## src/rtl/core_defines.svh

```systemverilog
/*
 * Core-wide parameters
 * Data width, register count, reset PC and ALU opcodes
 */
`ifndef CORE_DEFINES_SVH
`define CORE_DEFINES_SVH

// Word width for data and instructions
`define CORE_XLEN 32

// Architectural registers, x0 included
`define CORE_NREGS 32

// First fetch address, advances by 4 per word
`define CORE_RESET_PC 32'h0000_0000

// Major opcodes of the two ALU classes
`define CORE_OP_REG 7'b0110011
`define CORE_OP_IMM 7'b0010011

`endif
```

## src/rtl/core_pkg.sv

```systemverilog
/*
 * Shared core types
 * R-format and I-format instruction views, the instruction union
 * and the ALU operation encoding
 */
package core_pkg;

  // Register-register layout
  typedef struct packed {
    logic [6:0] funct7;
    logic [4:0] rs2;
    logic [4:0] rs1;
    logic [2:0] funct3;
    logic [4:0] rd;
    logic [6:0] opcode;
  } r_fmt_t;

  // Register-immediate layout
  typedef struct packed {
    logic [11:0] imm;
    logic [4:0]  rs1;
    logic [2:0]  funct3;
    logic [4:0]  rd;
    logic [6:0]  opcode;
  } i_fmt_t;

  // One fetched word, seen through either layout
  typedef union packed {
    r_fmt_t r;
    i_fmt_t i;
  } instr_u;

  typedef enum logic [2:0] {
    ALU_ADD = 3'd0,
    ALU_SUB = 3'd1,
    ALU_AND = 3'd2,
    ALU_OR  = 3'd3,
    ALU_XOR = 3'd4,
    ALU_SLT = 3'd5
  } alu_op_e;

endpackage

```

## src/rtl/core_top.sv

```systemverilog
/*
 * Core top level
 * Fetch, decode and execute stages with instruction port and retire trace
 */
`timescale 1ns/1ps
`include "core_defines.svh"

module core_top (
  input  logic                  clk,
  input  logic                  rst,
  output logic                  imem_req,
  output logic [`CORE_XLEN-1:0] imem_addr,
  input  logic                  imem_ack,
  input  logic [`CORE_XLEN-1:0] imem_rdata,
  output logic                  wb_valid,
  output logic [4:0]            wb_rd,
  output logic [`CORE_XLEN-1:0] wb_data
);

  // Fetch to decode
  logic                  f_valid;
  core_pkg::instr_u      f_instr;

  // Decode to execute
  logic                  d_valid;
  logic [4:0]            d_rd;
  core_pkg::alu_op_e     d_alu_op;
  logic [`CORE_XLEN-1:0] d_op_a;
  logic [`CORE_XLEN-1:0] d_op_b;

  instr_fetch u_fetch (
    .clk        (clk),
    .rst        (rst),
    .imem_req   (imem_req),
    .imem_addr  (imem_addr),
    .imem_ack   (imem_ack),
    .imem_rdata (imem_rdata),
    .f_valid    (f_valid),
    .f_instr    (f_instr)
  );

  // Write-back loops back into the register file inside decode
  decode_stage u_decode (
    .clk      (clk),
    .rst      (rst),
    .f_valid  (f_valid),
    .f_instr  (f_instr),
    .wb_we    (wb_valid),
    .wb_rd    (wb_rd),
    .wb_data  (wb_data),
    .d_valid  (d_valid),
    .d_rd     (d_rd),
    .d_alu_op (d_alu_op),
    .d_op_a   (d_op_a),
    .d_op_b   (d_op_b)
  );

  execute_stage u_execute (
    .clk      (clk),
    .rst      (rst),
    .d_valid  (d_valid),
    .d_rd     (d_rd),
    .d_alu_op (d_alu_op),
    .d_op_a   (d_op_a),
    .d_op_b   (d_op_b),
    .wb_valid (wb_valid),
    .wb_rd    (wb_rd),
    .wb_data  (wb_data)
  );

endmodule

```

## src/rtl/execute_stage.sv

```systemverilog
/*
 * Execute stage
 * ALU and the write-back register feeding the register file
 */
`timescale 1ns/1ps
`include "core_defines.svh"

module execute_stage (
  input  logic                  clk,
  input  logic                  rst,
  input  logic                  d_valid,
  input  logic [4:0]            d_rd,
  input  core_pkg::alu_op_e     d_alu_op,
  input  logic [`CORE_XLEN-1:0] d_op_a,
  input  logic [`CORE_XLEN-1:0] d_op_b,
  output logic                  wb_valid,
  output logic [4:0]            wb_rd,
  output logic [`CORE_XLEN-1:0] wb_data
);

  logic [`CORE_XLEN-1:0] alu_result;

  always_comb
  begin
    case (d_alu_op)
      core_pkg::ALU_ADD: alu_result = d_op_a + d_op_b;
      core_pkg::ALU_SUB: alu_result = d_op_a - d_op_b;
      core_pkg::ALU_AND: alu_result = d_op_a & d_op_b;
      core_pkg::ALU_OR:  alu_result = d_op_a | d_op_b;
      core_pkg::ALU_XOR: alu_result = d_op_a ^ d_op_b;
      // Signed compare, result is 0 or 1
      core_pkg::ALU_SLT:
        alu_result = ($signed(d_op_a) < $signed(d_op_b)) ? `CORE_XLEN'd1 : '0;
      default:           alu_result = '0;
    endcase
  end

  always_ff @(posedge clk)
  begin
    if (rst)
      wb_valid <= 1'b0;
    else
      wb_valid <= d_valid;
  end

  // Also the register file write port and the retire trace
  always_ff @(posedge clk)
  begin
    if (d_valid)
    begin
      wb_rd   <= d_rd;
      wb_data <= alu_result;
    end
  end

endmodule

```

## src/rtl/decode_stage.sv

```systemverilog
/*
 * Decode stage
 * Opcode and function decoding, operand read and decode register
 */
`timescale 1ns/1ps
`include "core_defines.svh"

module decode_stage (
  input  logic                  clk,
  input  logic                  rst,
  input  logic                  f_valid,
  input  core_pkg::instr_u      f_instr,
  input  logic                  wb_we,
  input  logic [4:0]            wb_rd,
  input  logic [`CORE_XLEN-1:0] wb_data,
  output logic                  d_valid,
  output logic [4:0]            d_rd,
  output core_pkg::alu_op_e     d_alu_op,
  output logic [`CORE_XLEN-1:0] d_op_a,
  output logic [`CORE_XLEN-1:0] d_op_b
);

  logic [`CORE_XLEN-1:0] rdata_a;
  logic [`CORE_XLEN-1:0] rdata_b;
  logic                  dec_ok;
  logic [4:0]            dec_rd;
  core_pkg::alu_op_e     dec_op;
  logic [`CORE_XLEN-1:0] dec_op_b;

  // rs1 and rs2 sit at the same bits in both layouts
  register_file u_regfile (
    .clk     (clk),
    .rst     (rst),
    .we      (wb_we),
    .waddr   (wb_rd),
    .wdata   (wb_data),
    .raddr_a (f_instr.r.rs1),
    .raddr_b (f_instr.r.rs2),
    .rdata_a (rdata_a),
    .rdata_b (rdata_b)
  );

  always_comb
  begin
    dec_ok   = 1'b0;
    dec_rd   = f_instr.r.rd;
    dec_op   = core_pkg::ALU_ADD;
    dec_op_b = rdata_b;
    case (f_instr.r.opcode)
      `CORE_OP_REG:
      begin
        dec_ok = 1'b1;
        case ({f_instr.r.funct7, f_instr.r.funct3})
          {7'b0000000, 3'b000}: dec_op = core_pkg::ALU_ADD;
          {7'b0100000, 3'b000}: dec_op = core_pkg::ALU_SUB;
          {7'b0000000, 3'b111}: dec_op = core_pkg::ALU_AND;
          {7'b0000000, 3'b110}: dec_op = core_pkg::ALU_OR;
          {7'b0000000, 3'b100}: dec_op = core_pkg::ALU_XOR;
          default:              dec_ok = 1'b0;
        endcase
      end
      `CORE_OP_IMM:
      begin
        dec_ok   = 1'b1;
        // Sign-extended 12-bit immediate
        dec_op_b = {{(`CORE_XLEN-12){f_instr.i.imm[11]}}, f_instr.i.imm};
        case (f_instr.i.funct3)
          3'b000:  dec_op = core_pkg::ALU_ADD;
          3'b111:  dec_op = core_pkg::ALU_AND;
          3'b110:  dec_op = core_pkg::ALU_OR;
          3'b100:  dec_op = core_pkg::ALU_XOR;
          3'b010:  dec_op = core_pkg::ALU_SLT;
          default: dec_ok = 1'b0;
        endcase
      end
      default: dec_ok = 1'b0;
    endcase
  end

  // Unknown encodings and writes to x0 leave as bubbles
  always_ff @(posedge clk)
  begin
    if (rst)
      d_valid <= 1'b0;
    else
      d_valid <= f_valid && dec_ok && (dec_rd != 5'd0);
  end

  always_ff @(posedge clk)
  begin
    if (f_valid)
    begin
      d_rd     <= dec_rd;
      d_alu_op <= dec_op;
      d_op_a   <= rdata_a;
      d_op_b   <= dec_op_b;
    end
  end

endmodule

```

## src/rtl/register_file.sv

```systemverilog
/*
 * Integer register file
 * Two read ports, one write port, x0 fixed at zero, write-through reads
 */
`timescale 1ns/1ps
`include "core_defines.svh"

module register_file (
  input  logic                  clk,
  input  logic                  rst,
  input  logic                  we,
  input  logic [4:0]            waddr,
  input  logic [`CORE_XLEN-1:0] wdata,
  input  logic [4:0]            raddr_a,
  input  logic [4:0]            raddr_b,
  output logic [`CORE_XLEN-1:0] rdata_a,
  output logic [`CORE_XLEN-1:0] rdata_b
);

  logic [`CORE_XLEN-1:0] regs [`CORE_NREGS];

  always_ff @(posedge clk)
  begin
    if (rst)
    begin
      for (int i = 0; i < `CORE_NREGS; i++)
        regs[i] <= '0;
    end
    else if (we && waddr != 5'd0)
      regs[waddr] <= wdata;
  end

  // Same-cycle write is forwarded, so decode never sees a stale value
  assign rdata_a = (raddr_a == 5'd0)              ? '0    :
                   (we && waddr == raddr_a)       ? wdata : regs[raddr_a];
  assign rdata_b = (raddr_b == 5'd0)              ? '0    :
                   (we && waddr == raddr_b)       ? wdata : regs[raddr_b];

endmodule

```

## src/rtl/instr_fetch.sv

```systemverilog
/*
 * Fetch stage
 * PC, four-phase req/ack instruction port and fetch register
 */
`timescale 1ns/1ps
`include "core_defines.svh"

module instr_fetch (
  input  logic                  clk,
  input  logic                  rst,
  output logic                  imem_req,
  output logic [`CORE_XLEN-1:0] imem_addr,
  input  logic                  imem_ack,
  input  logic [`CORE_XLEN-1:0] imem_rdata,
  output logic                  f_valid,
  output core_pkg::instr_u      f_instr
);

  // Handshake states
  localparam logic [1:0] S_IDLE     = 2'd0;
  localparam logic [1:0] S_REQ      = 2'd1;
  localparam logic [1:0] S_WAIT_LOW = 2'd2;

  logic [1:0]            state;
  logic [`CORE_XLEN-1:0] pc;

  // Address is held stable for the whole request phase
  assign imem_addr = pc;

  always_ff @(posedge clk)
  begin
    if (rst)
    begin
      state    <= S_IDLE;
      imem_req <= 1'b0;
      f_valid  <= 1'b0;
      pc       <= `CORE_RESET_PC;
    end
    else
    begin
      f_valid <= 1'b0;
      case (state)
        S_IDLE:
        begin
          imem_req <= 1'b1;
          state    <= S_REQ;
        end
        S_REQ:
        begin
          // Word is valid together with ack
          if (imem_ack)
          begin
            f_valid  <= 1'b1;
            imem_req <= 1'b0;
            pc       <= pc + `CORE_XLEN'd4;
            state    <= S_WAIT_LOW;
          end
        end
        S_WAIT_LOW:
        begin
          // Memory must release ack before the next request
          if (!imem_ack)
          begin
            imem_req <= 1'b1;
            state    <= S_REQ;
          end
        end
        default:
        begin
          imem_req <= 1'b0;
          state    <= S_IDLE;
        end
      endcase
    end
  end

  always_ff @(posedge clk)
  begin
    if (state == S_REQ && imem_ack)
      f_instr <= imem_rdata;
  end

endmodule

```

## config.mk

```make
export PLATFORM = sky130hd
export DESIGN_NAME = core_top
export DESIGN_NICKNAME = d
export VERILOG_FILES = /design/src/rtl/core_pkg.sv /design/src/rtl/core_top.sv /design/src/rtl/execute_stage.sv /design/src/rtl/decode_stage.sv /design/src/rtl/register_file.sv /design/src/rtl/instr_fetch.sv
export VERILOG_INCLUDE_DIRS = /design/src /design/src/rtl
export SDC_FILE = /design/constraint.sdc
export NUM_CORES = 2
export LEC_CHECK = 0
export BUFFER_PORTS_ARGS = -buffer_cell sky130_fd_sc_hd__buf_2
export CAP_MARGIN = 10
export CELL_PAD_IN_SITES_DETAIL_PLACEMENT = 1
export CELL_PAD_IN_SITES_GLOBAL_PLACEMENT = 1
export CORE_MARGIN = 4
export CORE_UTILIZATION = 30
export CTS_CLUSTER_DIAMETER = 150
export CTS_CLUSTER_SIZE = 40
export DETAILED_ROUTE_END_ITERATION = 7
export PLACE_DENSITY = 0.52
export SLEW_MARGIN = 0
export SYNTH_ARGS = -nofsm -noshare
export SYNTH_HDL_FRONTEND = slang
export SYNTH_SLANG_ARGS = --single-unit
export TNS_END_PERCENT = 5
```

## constraint.sdc

```tcl
create_clock -name clk -period 7.9 [get_ports clk]
set_clock_uncertainty 0.2 [all_clocks]
set_input_delay 1.58 -clock clk [delete_from_list [all_inputs] [get_ports clk]]
set_output_delay 1.58 -clock clk [all_outputs]
set_load 0.02 [all_outputs]
```

Yosys cells after proc, flatten, opt, wreduce, memory -nomap -nowiden
Memories as Yosys holds them, arrays and structs flattened. A register that Yosys moved wholly into a read port is not among the register bits.
Cells that the tools add are included.
{"block": "totals", "register_bits": 179, "mem_bits_rw": 1024, "in_bits": 35, "out_inout_bits": 71, "wordCells": 92, "memories": 1}
{"block": "op_classes", "addsub": 3, "magnitude_cmp": 1, "n_eq_ne": 21, "mux": 29, "n_bitwise": 4, "n_reduce_logical": 20}
{"memory": "u_decode.u_regfile.regs", "depth": 32, "word_bits": 32, "read_ports": 2, "rd_clocked_by_memory_dff": 2, "wr": 32, "line": "register_file.sv:20", "text": "logic [`CORE_XLEN-1:0] regs [`CORE_NREGS];"}
{"operator": "$pmux W32 S6", "n": 1}
{"operator": "$mux W32", "n": 5}
{"operator": "$add A32 B3 Y32 const B", "n": 1}
{"operator": "$add A32 B32 Y32", "n": 1}
{"operator": "$and A32 B32 Y32", "n": 1}
{"operator": "$lt A32 B32 Y1", "n": 1}
{"operator": "$or A32 B32 Y32", "n": 1}
{"operator": "$reduce_or A32 Y1", "n": 1}
{"operator": "$sub A32 B32 Y32", "n": 1}
{"operator": "$xor A32 B32 Y32", "n": 1}
{"operator": "$eq A10 B3 Y1 const B", "n": 3}
{"operator": "$pmux W3 S4", "n": 2}
{"operator": "$eq A3 B3 Y1 const B", "n": 5}
{"operator": "$mux W5", "n": 3}
{"operator": "$mux W1", "n": 12}
{"operator": "$eq A10 B9 Y1 const B", "n": 1}
{"operator": "$eq A5 B5 Y1", "n": 2}
{"operator": "$logic_not A10 Y1", "n": 1}
{"operator": "$logic_not A5 Y1", "n": 2}
{"operator": "$reduce_bool A5 Y1", "n": 2}
{"operator": "$reduce_or A5 Y1", "n": 2}
{"operator": "$eq A3 B2 Y1 const B", "n": 3}
{"operator": "$eq A7 B5 Y1 const B", "n": 1}
{"operator": "$eq A7 B6 Y1 const B", "n": 1}
{"operator": "other kinds (15)", "n": 24}

Logic depth before layout (Yosys ltp)
{"block": "depth", "ltp_word": 7, "mapped_depth": 13}

Hierarchy
A second synthesis with hierarchy kept.
{"block": "hier_totals", "hier_cells": 5023, "hier_area_um2": 66726.5}
{"module": "register_file", "instances": 1, "cells_per_inst": 3830, "area_per_inst_um2": 55185.4}
{"module": "execute_stage", "instances": 1, "cells_per_inst": 840, "area_per_inst_um2": 6264.8}
{"module": "decode_stage", "instances": 1, "cells_per_inst": 139, "area_per_inst_um2": 2708.8}
{"module": "instr_fetch", "instances": 1, "cells_per_inst": 214, "area_per_inst_um2": 2567.5}

Least setup slack after synthesis
Ideal clock, no wire load.
{"block": "synth_timing", "path_type": "input to register", "start": "in imem_ack", "end": "reg u_fetch.f_instr[0] in the netlist's numbering (enable)", "setup_ns": 0.409, "arrival_time_ns": 2.935, "required_ns": 7.291, "setup_slack_ns": 4.356, "path_stages": 3, "n_path_buf": 1, "path_cell_list": "nand3b_1 -> inv_2 -> clkbuf_1"}
{"block": "synth_between", "elab_chain_len": 1}
{"element": "from (decl)", "line": "core_top.sv:13", "text": "input logic imem_ack,"}
{"element": "$logic_and A1 B1 Y1", "line": "instr_fetch.sv:79", "text": "if (state == S_REQ && imem_ack)"}
{"element": "to (signal assigned)", "line": "instr_fetch.sv:80", "text": "f_instr <= imem_rdata;"}
{"element": "to (decl)", "line": "instr_fetch.sv:16", "text": "output core_pkg::instr_u f_instr"}
Every way passes these cells.
A chain may end at the register's enable or synchronous reset.

Worst setup path after layout
{"block": "layout_timing", "start": "in imem_ack", "end": "reg u_fetch.pc[31] (netlist: u_fetch.imem_addr[31])"}
{"block": "layout_between", "elab_chain_len": 1}
{"element": "$reduce_and A2 Y1 (no source line)"}
{"element": "to (signal assigned)", "line": "instr_fetch.sv:37", "text": "pc <= `CORE_RESET_PC;"}
{"element": "to (signal assigned)", "line": "instr_fetch.sv:55", "text": "pc <= pc + `CORE_XLEN'd4;"}
{"element": "to (decl)", "line": "instr_fetch.sv:25", "text": "logic [`CORE_XLEN-1:0] pc;"}
Every way passes these cells.

==> metrics.md <==
| Metric | Value |
|---|---|
| Status | `finished, final reports clean` |
| Clk slew on worst S/H paths | `0.15 ns` |
| Initial antenna violation count | `35` |
| Final wirelength | `236000 um` |
| Peak supply drop | `0.000177 V` |
| Library cells used by synthesis | `87` |
| Post-cts hold buffer count | `0` |
| RSZ-0062 raised after global routing | `no` |
| CP Class | `input pin to register` |
| PortBufs | `103` |
| Asr flop ratio synth | `0%` |
| Sw Pwr | `0.00367 W` |
| Global Route Usage Sum | `20.1%` |
| Vias per cell | `5.47` |
| Setup violators final | `0` |
| Worst endpoint data arrival time | `4.86 ns` |
| Drt pass-1 iters | `5` |
| Die ar. | `0.229 mm2` |
| Top FF cell, synth | `edfxtp_1` |
| Pleak | `24.8 nW` |
| Critical-path cell list | `buf_2 > nand3b_1 > inv_2 > nand4_1 > nor2_1 > and3_1 > and2b_1 > nand3_1 > or3_1 > a21oi_1` |
| Post-CTS Setup Bufs | `0` |
| Core Util, Final | `32.5%` |
| # clock sinks | `1210` |
| Slew Viols, Final | `0` |
| Max cap viols | `0` |
| Layout overhead on the synthesized area | `7.68%` |
| H-tree Lvls | `2` |
| Post-CTS resize count | `0` |
| Flop pwr share | `57.8%` |
| Final HPWL DP | `164000 um` |
| First-pass GRT wire length | `329000 um` |
| Synth Cell Area | `0.0663 mm2` |
| Sequential-to-total area share from yosys stat | `54.1%` |
| Commonest non-fill, non-tap cells in the layout | `1165 x edfxtp_1, 996 x and2_1, 640 x mux4_2` |
| GRT overflow | `0` |
| Cells after synthesis | `4552` |
| Vias in the first global route | `40300` |
| Avg Cell Area, Syn | `14.6 um2` |
| I/O pin count | `106` |
| Core ar. | `0.220 mm2` |
| Max_slew headroom | `19.0%` |
| CP max FO | `47` |
| Int Pwr | `0.00920 W` |
| RePlAce Congestion | `0.837` |
| Synth warn | `0` |
| Comb power frac | `16.8%` |
| # fillers | `22800` |
| R2R Setup Slk | `3.69 ns` |
| Most common cell after layout, fill and taps aside | `edfxtp_1` |
| Clk network pwr share | `25.4%` |
| Share of cells above drive strength 1 | `22.7%` |
| Longest Clk Path Bufs | `3` |
| Worst Path Required | `8.38 ns` |
| Post-synth EDFFs | `1165` |
| Startpoint Class | `input pin` |
| Die H | `478 um` |
| Average wire per standard cell | `32.0 um` |
| Hold crit path type | `register to register` |
| CP max-delay cell | `inv_2` |
| Worst-Skew Late Latency | `0.75 ns` |
| Ranking of synthesized cells by area | `edfxtp_1 53%, mux4_2 22%, and2_1 9.4%, ha_1 2.0%, clkbuf_1 1.9%` |
| Fin. Hold Viols | `0` |
| DRC Markers | `0` |
| Pwr/cell area | `180 mW/mm2` |
| Routed Antenna Nets | `0` |
| Row count | `172` |
| Switching Fraction | `28.5%` |
| CTS tree | `done` |
| Starting density of the core | `30.2%` |
| Share of the synthesized area in the top cell type | `52.8%` |
| Via count | `40400` |
| Die X | `478 um` |
| Fmax | `228 MHz` |
| Largest net degree at the start of global routing | `129` |
| Register bit count reported by yosys | `1210` |
| Nets | `4542` |
| CP endpoint kind | `register` |
| Minimum clock period after layout | `4.38 ns` |
| Worst-margin pin slew | `1.22 ns` |
| Synth area leader | `edfxtp_1` |
| Period utilisation layout | `55.4%` |
| Final TNS setup | `0 ns` |
| Tot Pwr | `0.0129 W` |
| Drt initial violations | `4085` |
| Root Driver | `clkbuf_16` |
| CP max stage delay | `0.90 ns` |
| Total CTS buffers | `40` |
## layout make-up
type / instances / area [um2] / share of cell area [%]
clock buffer: 50 / 1060 / 1.48
multi-input combinational: 2846 / 28700 / 40.2
clock inverter: 13 / 254 / 0.356
antenna: 7 / 17.5 / 0.0245
sequential: 1210 / 35900 / 50.3
tap: 2958 / 3700 / 5.18
inverter: 101 / 379 / 0.531
timing repair buffer: 202 / 1340 / 1.87
## power groups by stage
stage	combinational, W	clock, W	sequential (W)
2_1_floorplan	0.00138	0	0.00746
6_report	0.00216	0.00327	0.00744
5_1_grt	0.00226	0.00355	0.00747
3_5_place_dp	0.00215	0	0.00759
3_3_place_gp	0.00214	0	0.00758
4_1_cts	0.00215	0.00338	0.00745
## cell families after synthesis
group	count (synthesis)	synth area share [%]
AND/OR/NAND/NOR	1521	13.1
flip-flops	1210	54.1
multiplexers	708	22.8
buffers and inverters	529	3.14
AO/OA/AOI/OAI	420	4.14
adder cells (fa/ha/maj)	107	2.04
XOR/XNOR	56	0.740
other	1	0.00566
## layer usage
| layer | vias up | share of wire [%] | track usage [%] |
|---|---|---|---|
| li1 | 16900 | - | - |
| met4 | 6 | 1.4 | 3.02 |
| met3 | 126 | 6.8 | 3.13 |
| met1 | 22200 | 47 | 30.7 |
| met5 | - | 0.014 | 0 |
| met2 | 1233 | 45 | 30.7 |
## final timing paths
kind | cells after the start | from | end
hold reg to reg | 0 | u_decode.d_rd[3]$_DFFE_PP_ | u_execute.wb_rd[3]$_DFFE_PP_
setup / recovery | 10 | imem_ack | u_fetch.imem_addr[31]$_SDFFE_PP0P_
setup reg to reg | 7 | register | u_decode.d_op_b[21]$_DFFE_PP_
hold / removal | 0 | u_decode.d_rd[3]$_DFFE_PP_ | u_execute.wb_rd[3]$_DFFE_PP_
## cell usage after synthesis, types with 20 or more instances
master / n
a211oi_1: 41
a21o_1: 20
a21oi_1: 118
and2_1: 996
buf_1: 24
buf_2: 61
clkbuf_1: 338
dfxtp_1: 45
edfxtp_1: 1165
ha_1: 104
inv_1: 95
mux2i_1: 67
mux4_2: 640
nand2_1: 136
nand3_1: 26
nor2_1: 205
nor3_1: 29
o211ai_1: 20
o21ai_0: 59
o21ai_1: 37
or2_2: 36
xnor2_1: 29
xor2_1: 27
## worst max-delay path: cells and delay by family
kind            cells  cell delay, ns
simple gates        7            2.11
compound gates      1            0.15
buf+inv             2            1.00
## stage by stage
step	worst slack [ns]	cell area, um2	std cells	hold WS [ns]
2_1_floorplan	4.36	66400	4585	0.200
6_report	3.52	71400	7387	0.202
5_1_grt	3.17	71400	7381	0.200
3_3_place_gp	2.78	70100	7317	0.207
4_1_cts	3.53	71400	7380	0.205
3_5_place_dp	2.70	70100	7317	0.207
## registers in the layout, indices dropped and copies added (netlist names), 5 cells and up, named ones only
signal,count
u_execute.wb_rd,5
u_execute.wb_data,32
u_decode.d_rd,5
u_fetch.f_instr,32
u_decode.d_op_a,32
u_decode.d_op_b,32
u_decode.u_regfile.regs,1024
u_fetch.imem_addr,30
Power figures use the tool's default switching activity.
